`src/rtl/sid_pkg.sv`:
```
package sid_pkg;

	localparam int addr_width  = 5;
	localparam int data_width  = 8;
	localparam int num_voices  = 3;
	localparam int freq_width  = 16;
	localparam int pw_width    = 12;
	localparam int vol_width   = 4;
	localparam int acc_width   = 24;
	localparam int wave_width  = 12;
	localparam int env_width   = 8;
	localparam int voice_width = 12;
	localparam int audio_width = 18;
	localparam int presc_width = 18; // holds the longest decay period, 3 x 65536.

	localparam int addr_freq_lo = 0;
	localparam int addr_freq_hi = 1;
	localparam int addr_pw_lo   = 2;
	localparam int addr_pw_hi   = 3;
	localparam int addr_control = 4;
	localparam int addr_att_dec = 5;
	localparam int addr_sus_rel = 6;
	localparam int voice_stride = 7;

	localparam logic [addr_width-1:0] addr_mode_vol = 5'h18;
	localparam logic [addr_width-1:0] addr_pot_x    = 5'h19;
	localparam logic [addr_width-1:0] addr_pot_y    = 5'h1a;
	localparam logic [addr_width-1:0] addr_osc3     = 5'h1b;
	localparam logic [addr_width-1:0] addr_env3     = 5'h1c;

	localparam int ctrl_gate     = 0;
	localparam int ctrl_test     = 3;
	localparam int ctrl_triangle = 4;
	localparam int ctrl_sawtooth = 5;
	localparam int ctrl_pulse    = 6;

	localparam logic [presc_width-1:0] rate_period [16] = '{
		18'd2, 18'd4, 18'd8, 18'd16, 18'd32, 18'd64, 18'd128, 18'd256,
		18'd512, 18'd1024, 18'd2048, 18'd4096, 18'd8192, 18'd16384, 18'd32768, 18'd65536
	};
	localparam logic [presc_width-1:0] decay_factor = 18'd3;
	localparam logic [env_width-1:0] sustain_scale = 8'd17;

endpackage

```
`src/rtl/sid_core.sv`:
```
module sid_core (
	input  logic clk,
	input  logic reset,
	input  logic ce_1m,
	input  logic we,
	input  logic [sid_pkg::addr_width-1:0] addr,
	input  logic [sid_pkg::data_width-1:0] data_in,
	output logic [sid_pkg::data_width-1:0] data_out,
	input  logic [sid_pkg::data_width-1:0] pot_x,
	input  logic [sid_pkg::data_width-1:0] pot_y,
	output logic signed [sid_pkg::audio_width-1:0] audio_data
);

	logic [sid_pkg::freq_width-1:0] freq [sid_pkg::num_voices];
	logic [sid_pkg::pw_width-1:0] pw [sid_pkg::num_voices];
	logic [sid_pkg::data_width-1:0] control [sid_pkg::num_voices];
	logic [sid_pkg::data_width-1:0] att_dec [sid_pkg::num_voices];
	logic [sid_pkg::data_width-1:0] sus_rel [sid_pkg::num_voices];
	logic [sid_pkg::vol_width-1:0] volume;
	logic signed [sid_pkg::voice_width-1:0] voice_sig [sid_pkg::num_voices];
	logic [sid_pkg::data_width-1:0] osc3;
	logic [sid_pkg::env_width-1:0] env3;

	sid_regs i_regs (
		.clk(clk), .reset(reset), .we(we), .addr(addr), .data_in(data_in),
		.data_out(data_out), .pot_x(pot_x), .pot_y(pot_y), .osc3(osc3), .env3(env3),
		.freq(freq), .pw(pw), .control(control), .att_dec(att_dec), .sus_rel(sus_rel),
		.volume(volume)
	);

	// only voice 3 is visible on the read side.
	sid_voice i_voice1 (
		.clk(clk), .reset(reset), .ce_1m(ce_1m), .freq(freq[0]), .pw(pw[0]),
		.control(control[0]), .att_dec(att_dec[0]), .sus_rel(sus_rel[0]),
		.signal_out(voice_sig[0]), .osc_out(), .env_out()
	);

	sid_voice i_voice2 (
		.clk(clk), .reset(reset), .ce_1m(ce_1m), .freq(freq[1]), .pw(pw[1]),
		.control(control[1]), .att_dec(att_dec[1]), .sus_rel(sus_rel[1]),
		.signal_out(voice_sig[1]), .osc_out(), .env_out()
	);

	sid_voice i_voice3 (
		.clk(clk), .reset(reset), .ce_1m(ce_1m), .freq(freq[2]), .pw(pw[2]),
		.control(control[2]), .att_dec(att_dec[2]), .sus_rel(sus_rel[2]),
		.signal_out(voice_sig[2]), .osc_out(osc3), .env_out(env3)
	);

	sid_mixer i_mixer (
		.clk(clk), .reset(reset), .voice1(voice_sig[0]), .voice2(voice_sig[1]),
		.voice3(voice_sig[2]), .volume(volume), .audio_data(audio_data)
	);

endmodule

```
`src/rtl/sid_envelope.sv`:
```
module sid_envelope (
	input  logic clk,
	input  logic reset,
	input  logic ce_1m,
	input  logic gate,
	input  logic [sid_pkg::data_width-1:0] att_dec,
	input  logic [sid_pkg::data_width-1:0] sus_rel,
	output logic [sid_pkg::env_width-1:0] env_out
);

	typedef enum logic [1:0] {
		st_attack,
		st_decay_sustain,
		st_release
	} env_state_t;

	env_state_t state;
	logic gate_d;
	logic [sid_pkg::presc_width-1:0] presc;
	logic [sid_pkg::presc_width-1:0] period;
	logic [sid_pkg::env_width-1:0] sustain;

	assign sustain = sus_rel[7:4] * sid_pkg::sustain_scale;

	always_comb begin
		case (state)
			st_attack:        period = sid_pkg::rate_period[att_dec[7:4]];
			st_decay_sustain: period = sid_pkg::rate_period[att_dec[3:0]] * sid_pkg::decay_factor;
			default:          period = sid_pkg::rate_period[sus_rel[3:0]] * sid_pkg::decay_factor;
		endcase
	end

	always_ff @(posedge clk) begin
		if (reset) begin
			state   <= st_release;
			gate_d  <= 1'b0;
			presc   <= '0;
			env_out <= '0;
		end else begin
			gate_d <= gate;
			if (gate && !gate_d) begin
				state <= st_attack; // a new note restarts the count.
				presc <= '0;
			end else if (!gate && gate_d) begin
				state <= st_release;
				presc <= '0;
			end else if (ce_1m) begin
				if (presc == period - 1'b1) begin
					presc <= '0;
					case (state)
						st_attack: begin
							if (env_out != 8'hff)
								env_out <= env_out + 1'b1;
							if (env_out >= 8'hfe)
								state <= st_decay_sustain; // peak reached on this step.
						end
						st_decay_sustain: begin
							if (env_out > sustain)
								env_out <= env_out - 1'b1;
						end
						default: begin
							if (env_out != '0)
								env_out <= env_out - 1'b1;
						end
					endcase
				end else begin
					presc <= presc + 1'b1;
				end
			end
		end
	end

	a_env_no_underflow: assert property (@(posedge clk) disable iff (reset)
		env_out == '0 |=> env_out <= 8'd1);

endmodule

```
`src/rtl/sid_mixer.sv`:
```
module sid_mixer (
	input  logic clk,
	input  logic reset,
	input  logic signed [sid_pkg::voice_width-1:0] voice1,
	input  logic signed [sid_pkg::voice_width-1:0] voice2,
	input  logic signed [sid_pkg::voice_width-1:0] voice3,
	input  logic [sid_pkg::vol_width-1:0] volume,
	output logic signed [sid_pkg::audio_width-1:0] audio_data
);

	logic signed [sid_pkg::voice_width+1:0] sum;
	logic signed [sid_pkg::audio_width+1:0] scaled;

	always_comb begin
		sum = voice1 + voice2 + voice3; // two guard bits cover three voices.
		scaled = sum * $signed({1'b0, volume});
	end

	always_ff @(posedge clk) begin
		if (reset)
			audio_data <= '0;
		else
			audio_data <= scaled[sid_pkg::audio_width-1:0];
	end

	// the registered output must carry the full product without clipping.
	a_audio_fits: assert property (@(posedge clk) disable iff (reset)
		scaled[sid_pkg::audio_width+1:sid_pkg::audio_width-1] inside {3'b000, 3'b111});

endmodule

```
`src/rtl/sid_regs.sv`:
```
module sid_regs (
	input  logic clk,
	input  logic reset,
	input  logic we,
	input  logic [sid_pkg::addr_width-1:0] addr,
	input  logic [sid_pkg::data_width-1:0] data_in,
	output logic [sid_pkg::data_width-1:0] data_out,
	input  logic [sid_pkg::data_width-1:0] pot_x,
	input  logic [sid_pkg::data_width-1:0] pot_y,
	input  logic [sid_pkg::data_width-1:0] osc3,
	input  logic [sid_pkg::data_width-1:0] env3,
	output logic [sid_pkg::freq_width-1:0] freq [sid_pkg::num_voices],
	output logic [sid_pkg::pw_width-1:0] pw [sid_pkg::num_voices],
	output logic [sid_pkg::data_width-1:0] control [sid_pkg::num_voices],
	output logic [sid_pkg::data_width-1:0] att_dec [sid_pkg::num_voices],
	output logic [sid_pkg::data_width-1:0] sus_rel [sid_pkg::num_voices],
	output logic [sid_pkg::vol_width-1:0] volume
);

	logic [sid_pkg::data_width-1:0] last_wr;

	always_ff @(posedge clk) begin
		if (reset) begin
			for (int v = 0; v < sid_pkg::num_voices; v++) begin
				freq[v]    <= '0;
				pw[v]      <= '0;
				control[v] <= '0;
				att_dec[v] <= '0;
				sus_rel[v] <= '0;
			end
			volume  <= '0;
			last_wr <= '0;
		end else if (we) begin
			last_wr <= data_in; // filter addresses only land here.
			for (int v = 0; v < sid_pkg::num_voices; v++) begin
				if (int'(addr) == v * sid_pkg::voice_stride + sid_pkg::addr_freq_lo)
					freq[v][7:0] <= data_in;
				if (int'(addr) == v * sid_pkg::voice_stride + sid_pkg::addr_freq_hi)
					freq[v][15:8] <= data_in;
				if (int'(addr) == v * sid_pkg::voice_stride + sid_pkg::addr_pw_lo)
					pw[v][7:0] <= data_in;
				if (int'(addr) == v * sid_pkg::voice_stride + sid_pkg::addr_pw_hi)
					pw[v][11:8] <= data_in[3:0]; // only a nibble exists on the chip.
				if (int'(addr) == v * sid_pkg::voice_stride + sid_pkg::addr_control)
					control[v] <= data_in;
				if (int'(addr) == v * sid_pkg::voice_stride + sid_pkg::addr_att_dec)
					att_dec[v] <= data_in;
				if (int'(addr) == v * sid_pkg::voice_stride + sid_pkg::addr_sus_rel)
					sus_rel[v] <= data_in;
			end
			if (addr == sid_pkg::addr_mode_vol)
				volume <= data_in[3:0];
		end
	end

	// write-only registers read back as the last byte on the bus.
	always_comb begin
		case (addr)
			sid_pkg::addr_pot_x: data_out = pot_x;
			sid_pkg::addr_pot_y: data_out = pot_y;
			sid_pkg::addr_osc3:  data_out = osc3;
			sid_pkg::addr_env3:  data_out = env3;
			default:             data_out = last_wr;
		endcase
	end

	a_we_addr_known: assert property (@(posedge clk) disable iff (reset)
		we |-> !$isunknown(addr));

endmodule

```
`src/rtl/sid_voice.sv`:
```
module sid_voice (
	input  logic clk,
	input  logic reset,
	input  logic ce_1m,
	input  logic [sid_pkg::freq_width-1:0] freq,
	input  logic [sid_pkg::pw_width-1:0] pw,
	input  logic [sid_pkg::data_width-1:0] control,
	input  logic [sid_pkg::data_width-1:0] att_dec,
	input  logic [sid_pkg::data_width-1:0] sus_rel,
	output logic signed [sid_pkg::voice_width-1:0] signal_out,
	output logic [sid_pkg::data_width-1:0] osc_out,
	output logic [sid_pkg::env_width-1:0] env_out
);

	logic [sid_pkg::acc_width-1:0] acc;
	logic ce_d;
	logic [sid_pkg::wave_width-1:0] sawtooth;
	logic [sid_pkg::wave_width-1:0] triangle;
	logic [sid_pkg::wave_width-1:0] pulse;
	logic [sid_pkg::wave_width-1:0] wave;
	logic [sid_pkg::wave_width-1:0] wave_q;
	logic signed [sid_pkg::wave_width-1:0] centered;
	logic signed [sid_pkg::wave_width+sid_pkg::env_width:0] scaled;

	sid_envelope i_envelope (
		.clk(clk),
		.reset(reset),
		.ce_1m(ce_1m),
		.gate(control[sid_pkg::ctrl_gate]),
		.att_dec(att_dec),
		.sus_rel(sus_rel),
		.env_out(env_out)
	);

	always_comb begin
		sawtooth = acc[sid_pkg::acc_width-1 -: sid_pkg::wave_width];
		triangle = {sawtooth[sid_pkg::wave_width-2:0]
			^ {(sid_pkg::wave_width-1){sawtooth[sid_pkg::wave_width-1]}}, 1'b0};
		pulse = (sawtooth < pw) ? '1 : '0;
		wave = '1;
		if (control[sid_pkg::ctrl_sawtooth])
			wave = wave & sawtooth;
		if (control[sid_pkg::ctrl_triangle])
			wave = wave & triangle;
		if (control[sid_pkg::ctrl_pulse])
			wave = wave & pulse;
		if (!(control[sid_pkg::ctrl_sawtooth] || control[sid_pkg::ctrl_triangle]
			|| control[sid_pkg::ctrl_pulse]))
			wave = '0; // a silent voice sits at the bottom rail.
		centered = {~wave[sid_pkg::wave_width-1], wave[sid_pkg::wave_width-2:0]};
		scaled = centered * $signed({1'b0, env_out});
	end

	always_ff @(posedge clk) begin
		if (reset) begin
			acc        <= '0;
			ce_d       <= 1'b0;
			wave_q     <= '0;
			signal_out <= '0;
		end else begin
			ce_d <= ce_1m;
			if (control[sid_pkg::ctrl_test])
				acc <= '0;
			else if (ce_1m)
				acc <= acc + {{(sid_pkg::acc_width-sid_pkg::freq_width){1'b0}}, freq};
			if (ce_d) begin
				wave_q     <= wave; // sampled one cycle after the phase step.
				signal_out <= scaled[sid_pkg::voice_width+sid_pkg::env_width-1:sid_pkg::env_width];
			end
		end
	end

	assign osc_out = wave_q[sid_pkg::wave_width-1 -: sid_pkg::data_width];

	a_ce_spacing: assert property (@(posedge clk) disable iff (reset)
		ce_1m |=> !ce_1m [*3]);

endmodule

```
`config.mk`:
```
export PLATFORM = sky130hd
export DESIGN_NAME = sid_core
export DESIGN_NICKNAME = d
export VERILOG_FILES = /design/src/rtl/sid_pkg.sv /design/src/rtl/sid_core.sv /design/src/rtl/sid_envelope.sv /design/src/rtl/sid_mixer.sv /design/src/rtl/sid_regs.sv /design/src/rtl/sid_voice.sv
export SDC_FILE = /design/constraint.sdc
export NUM_CORES = 2
export LEC_CHECK = 0
export ABC_AREA = 1
export BUFFER_PORTS_ARGS = -buffer_cell sky130_fd_sc_hd__buf_4
export CAP_MARGIN = 20
export CORE_AREA = 5 5 321 323
export CTS_CLUSTER_DIAMETER = 80
export DETAILED_ROUTE_END_ITERATION = 12
export DIE_AREA = 0 0 326 328
export GPL_TIMING_DRIVEN = 0
export PLACE_DENSITY = 0.58
export SLEW_MARGIN = 10
export SYNTH_ARGS = -nofsm -noshare
export SYNTH_HDL_FRONTEND = slang
export SYNTH_HIERARCHICAL = 1
export SYNTH_SLANG_ARGS = --single-unit
```
`constraint.sdc`:
```
create_clock -name clk -period 7.1 [get_ports clk]
set_clock_uncertainty 0.1 [all_clocks]
set_input_delay 1.42 -clock clk [delete_from_list [all_inputs] [get_ports clk]]
set_output_delay 1.42 -clock clk [all_outputs]
set_load 0.05 [all_outputs]
```
-- Yosys cells after proc, flatten, opt, wreduce, memory -nomap -nowiden
Memories as Yosys holds them, arrays and structs flattened.
Index checks and enable logic that the tools add are counted.
- add/subtract/negate cells: 17
- $mul: 13
- magnitude comparators: 18
- eq/ne operators: 40
- multiplexer cells: 70
- bitwise operators: 27
- reduce and logical (&&, ||, !) cells: 77
- operators by type and width (cell ; count):
    $mux 18 ; 21
    $mux 12 ; 15
    $mul 18x2->18 const B ; 6
    $pmux 18 s2 ; 3
    $eq 5x5->1 const B ; 18
    $add 24x16->24 ; 3
    $and 12x12->12 ; 6
    $mux 8 ; 9
    $mul 12x9->20 ; 3
    $add 18x1->18 const B ; 3
    $eq 18x18->1 ; 3
    $sub 18x1->18 const B ; 3
    $pmux 8 s2 ; 3
    $ge 5x5->1 const B ; 9
    $not 4->5 ; 9
    $reduce_bool 3->1 ; 15
    $reduce_and 2->1 ; 22
    $lt 12x12->1 ; 3
    $mux 2 ; 18
    $xor 11x11->11 ; 3
    $pmux 8 s4 ; 1
    $add 8x1->8 const B ; 3
    $ge 8x8->1 const B ; 3
    $gt 8x8->1 ; 3
    22 further kinds ; 77
- register bits after elaboration: 391
- bits in read-only memories: 2592
- input port bits: 33
- output and inout port bits: 26
- logic and storage cells: 318
- memories kept: 9
- memory list (memory ; words ; bits a word ; read ports ; clocked after memory_dff ; wr ports ; RTL line ; source):
    (no name shown) ; 16 ; 18 ; 1 ; 0 ; 0 ; sid_envelope.sv:29 ; default: period = sid_pkg::rate_period[sus_rel[3:0]] * sid_pkg::decay_factor;
    (no name shown) ; 16 ; 18 ; 1 ; 0 ; 0 ; sid_envelope.sv:28 ; st_decay_sustain: period = sid_pkg::rate_period[att_dec[3:0]] * sid_pkg::decay_factor;
    (no name shown) ; 16 ; 18 ; 1 ; 0 ; 0 ; sid_envelope.sv:27 ; st_attack: period = sid_pkg::rate_period[att_dec[7:4]];
    (no name shown) ; 16 ; 18 ; 1 ; 0 ; 0 ; sid_envelope.sv:29 ;
    (no name shown) ; 16 ; 18 ; 1 ; 0 ; 0 ; sid_envelope.sv:27 ;
    (no name shown) ; 16 ; 18 ; 1 ; 0 ; 0 ; sid_envelope.sv:29 ;
    +3 memories ; -- ; -- ; -- ; -- ; -- ; -- ;

-- Logic depth before layout (Yosys ltp)
- word-level depth: 12
- depth in mapped cells: 32
- mapped depth without buffers: 32

-- Modules after synthesis
The synthesis kept the hierarchy.
- modules (own cells, without submodules) (module ; times used ; cells an instance ; area each (sq um) ; seq. area each (sq um)):
    sid_envelope ; 3 ; 899 ; 5181.2 ; 580.6
    sid_regs ; 1 ; 870 ; 6507.5 ; 3363.2
    sid_voice at i_voice3 ; 1 ; 900 ; 6417.4 ; 900.9
    sid_voice at i_voice1 ; 1 ; 904 ; 6408.6 ; 900.9
    sid_voice at i_voice2 ; 1 ; 896 ; 6349.8 ; 900.9
    sid_mixer ; 1 ; 449 ; 3348.2 ; 360.3

-- Worst setup path before layout
Ideal clock, no wire load.
- path kind: register to register
- start point: register i_voice3/acc[23] in the netlist's numbering
- end point: register i_voice3/signal_out[10] in the netlist's numbering
- library setup time: 0.117 ns
- arrival: 5.379 ns
- required time: 6.883 ns
- setup slack: 1.504 ns
- stages on the path, launching flop included: 28
- path buffers: 0
- period minus slack after synthesis: 5.596 ns
- path through: dfxtp_1 > ha_1 > nand2_2 > nor2_2 > nand2_1 > nor2_1 > nand2_1 > nand2_2 > nand2_4 > inv_1 > nor3_1 > inv_1 > nand2_1 > fa_1 > fa_1 > inv_1 > fa_1 > inv_1 > fa_1 > inv_1 > ha_1 > a21oi_1 > a21boi_0 > nor2_1 > a211oi_1 > a21oi_2 > nor2_1 > nor2_1
- longest elaborated chain between the ends: 8
- elaborated cells on any way between the ends: 11
- those cells by class: 1 x mul; 1 x order compare; 5 x mux; 4 x bitwise
- RTL lines (item ; RTL line ; source):
    start, declared ; sid_voice.sv:15 ; logic [sid_pkg::acc_width-1:0] acc;
    start signal, assigned ; sid_voice.sv:65 ; acc <= acc + {{(sid_pkg::acc_width-sid_pkg::freq_width){1'b0}}, freq};
    branches (longest 4 deep; another with $lt 12x12->1) ; -- ;
    $mux 12 (*) ; sid_voice.sv:45 ; if (control[sid_pkg::ctrl_pulse])
    $mux 12 (*) ; sid_voice.sv:47 ; if (!(control[sid_pkg::ctrl_sawtooth] || control[sid_pkg::ctrl_triangle]
    $not 1->1 ; sid_voice.sv:50 ; centered = {~wave[sid_pkg::wave_width-1], wave[sid_pkg::wave_width-2:0]};
    $mul 12x9->20 (*) ; sid_voice.sv:51 ; scaled = centered * $signed({1'b0, env_out});
    end signal, assigned ; sid_voice.sv:68 ; signal_out <= scaled[sid_pkg::voice_width+sid_pkg::env_width-1:sid_pkg::env_width];
    end, declared ; sid_voice.sv:10 ; output logic signed [sid_pkg::voice_width-1:0] signal_out,
Every way passes the cells marked *.
A chain may end at the register's enable or synchronous reset.

-- Worst setup path after layout
Same ends and word-level chain as after synthesis.

==> flow_metrics.py <==
metrics = {
    "status": {
        "status": "finished clean",
    },
    "timing": {
        "setup_viol": 0,
        "fin_crit_ns": 6.465,
        "fin_crit_sh": 0.9105,
        "hold_viol": 0,
        "slew_violations": 0,
        "fmax_ghz": 0.1547,
        "worst_pin_slew_ns": 1.157,
        "slew_headroom": 0.2287,
        "finalSetupTns_ns": 0,
        "rsz0062_at_grt": "false",
    },
    "cells_and_area": {
        "nNetsFinal": 7418,
        "syn2layout_area_growth_pct": 8.694,
        "layout-drive-gt1-share": 0.07967,
    },
    "setup_path": {
        "crit_fanout": 8,
        "worstSetupStartpointType": "flop",
        "critPathKind": "flop to flop",
        "worstSetupEndpointType": "flop",
        "crit_arrival_ns": 6.84,
        "cp_data_required_time_ns": 7.48,
    },
    "global_route": {
        "grt_pass1_vias": 39450,
        "grt_use_total": 0.2303,
        "gr-total-overflow": 0,
        "grt_max_degree": 40,
        "grt_pass1_wl_um": 204000,
        "antenna_found_initial": 3,
    },
    "route": {
        "drtAntennaViolNets": 0,
        "routed_wirelength_um": 125200,
        "drtPass1Iterations": 5,
        "detail_route.wl_per_cell_um": 15.50,
        "first_iter_violations": 2979,
        "drc": 0,
        "vias": 41430,
        "via_per_inst": 5.128,
    },
    "pwr": {
        "p_total_mw": 5.558,
        "ir_drop_uv": 145.9,
        "powerDensity_nw_per_um2": 116.8,
        "leakage_nw": 23.45,
    },
    "logic_synthesis": {
        "syn_avg_cell_area_um2": 6.604,
        "syn_area_um2": 43790,
        "mappedNetlistNets": 7312,
        "yosys_warnings": 6,
        "synthCells": 6632,
    },
    "placement": {
        "hpwl_um": 102000,
        "place_congestion": 0.8874,
        "port_buffers": 54,
    },
    "clock_tree": {
        "h-tree-depth": 2,
        "clock-sinks": 383,
        "cts_root_buffer": "clkbuf_16",
        "cts_buffers": 50,
        "clk_latency_ns": 0.62,
        "clk_pin_slew_ns": 0.05,
        "clockBufferDepth": 3,
        "ctsHoldBuffers": 0,
        "cts_tree": "done",
        "post_cts_buffers": 0,
        "cts_resized": 0,
    },
    "job": {
        "max_cap_viol_count": 0,
    },
    "floorplanning": {
        "die_y_um": 328,
        "initial_core_util": 0.4399,
        "row_count": 116,
        "core_um2": 99570,
        "die_x_um": 326,
        "pin_count": 59,
        "dieArea_um2": 106900,
    },
    "worst_hold_path": {
        "min_path_type": "flop to flop",
    },
}
==> worst max-delay path, stage by stage (launching register included) <==
cell and delay [ns]:
dfxtp_1 0.51, ha_1 0.32, nand2_2 0.09, inv_2 0.03
nand2_1 0.06, nand2_1 0.09, a21oi_4 0.12, nand2_2 0.08
nand2_4 0.12, inv_1 0.15, nor3_1 0.30, inv_1 0.22
nand2_1 0.21, fa_1 0.58, fa_1 0.54, inv_1 0.05
fa_1 0.53, inv_1 0.05, fa_1 0.47, inv_1 0.04
ha_1 0.34, a21oi_1 0.21, a21boi_0 0.38, nor2_1 0.08
a211oi_1 0.35, a21oi_2 0.10, nor2_1 0.18, nor2_1 0.06
==> report_power, final <==
group / switching [mW] / internal [mW] / total (mW) / leakage (nW)
sequential: 0.0473 / 2.20 / 2.24 / 3.11
clock: 1.10 / 1.63 / 2.73 / 0.850
combinational: 0.402 / 0.179 / 0.582 / 19.5
total: 1.55 / 4.01 / 5.56 / 23.5
==> path summary, 6_finish.rpt <==
| check | start | end | slack [ns] | depth (start not counted) |
|---|---|---|---|---|
| worst max-delay path | i_voice3/acc[23] | i_voice3/signal_out[10] | 0.64 | 27 |
| worst min-delay path | i_regs/pw[17] | i_regs/pw[17] | 0.36 | 2 |
| worst max register to register | i_voice3/acc[23] | i_voice3/signal_out[10] | 0.64 | 27 |
| worst min register to register | i_regs/pw[17] | i_regs/pw[17] | 0.36 | 2 |
==> cell usage in the layout, fill, tap and decap left out, types with 34 or more instances in the layout <==
| cell | n |
|---|---|
| a21oi_1 | 422 |
| buf_4 | 67 |
| clkbuf_1 | 84 |
| clkbuf_16 | 51 |
| dfxtp_1 | 383 |
| fa_1 | 278 |
| ha_1 | 369 |
| inv_1 | 1122 |
| nand2_1 | 1434 |
| nand2_2 | 51 |
| nand3_1 | 502 |
| nand3_2 | 61 |
| nand3b_1 | 34 |
| nand4_1 | 84 |
| nor2_1 | 815 |
| nor2_2 | 85 |
| nor3_1 | 103 |
| o21ai_0 | 276 |
| xnor2_1 | 67 |
| xor2_1 | 85 |
==> state kept, by name, indices dropped and copies added, names as in the netlist, 12 cells and up <==
signal,cells
i_mixer/audio_data,18
i_regs/att_dec,24
i_voice1/signal_out,12
i_voice2/i_envelope/presc,18
i_voice2/signal_out,12
i_regs/pw,36
i_voice3/signal_out,12
i_regs/freq,48
i_voice1/i_envelope/presc,18
i_regs/control,15
i_voice3/acc,24
i_regs/sus_rel,24
i_voice1/acc,24
i_voice3/i_envelope/presc,18
i_voice2/acc,24
==> per-stage QoR <==
stage | std cells | hold slack [ns] | setup slack (ns) | util | instance area (um2)
6_report | 8078 | 0.3629 | 0.6353 | 0.4781 | 47600
4_1_cts | 8076 | 0.3624 | 0.5844 | 0.4780 | 47600
5_1_grt | 8076 | 0.3719 | 0.1956 | 0.4780 | 47600
3_5_place_dp | 7984 | 0.3550 | 0.6217 | 0.4602 | 45820
3_3_place_gp | 7984 | 0.3488 | 0.6364 | 0.4602 | 45820
2_1_floorplan | 6632 | 0.3374 | 1.504 | - | 43790
==> routing by layer <==
metal  global-route usage  up-vias  share of wire
li1                     -    21280              -
met1               0.3288    19110           0.48
met2               0.3777      900           0.44
met3              0.02432      136          0.050
met4              0.05170        0          0.022
met5                    0        -              0
==> layout make-up <==
class	instances	area, um2
diodes	2	5.005
plain buffers	147	803.3
clock buffers	57	1339
clock inverters	35	434.2
fillers	10440	51960
inverters	1172	4422
multi-input cells	4930	30900
flip-flops and latches	383	7667
well taps	1298	1624
repair buffers	54	405.4
Power figures use the tool's default switching activity.
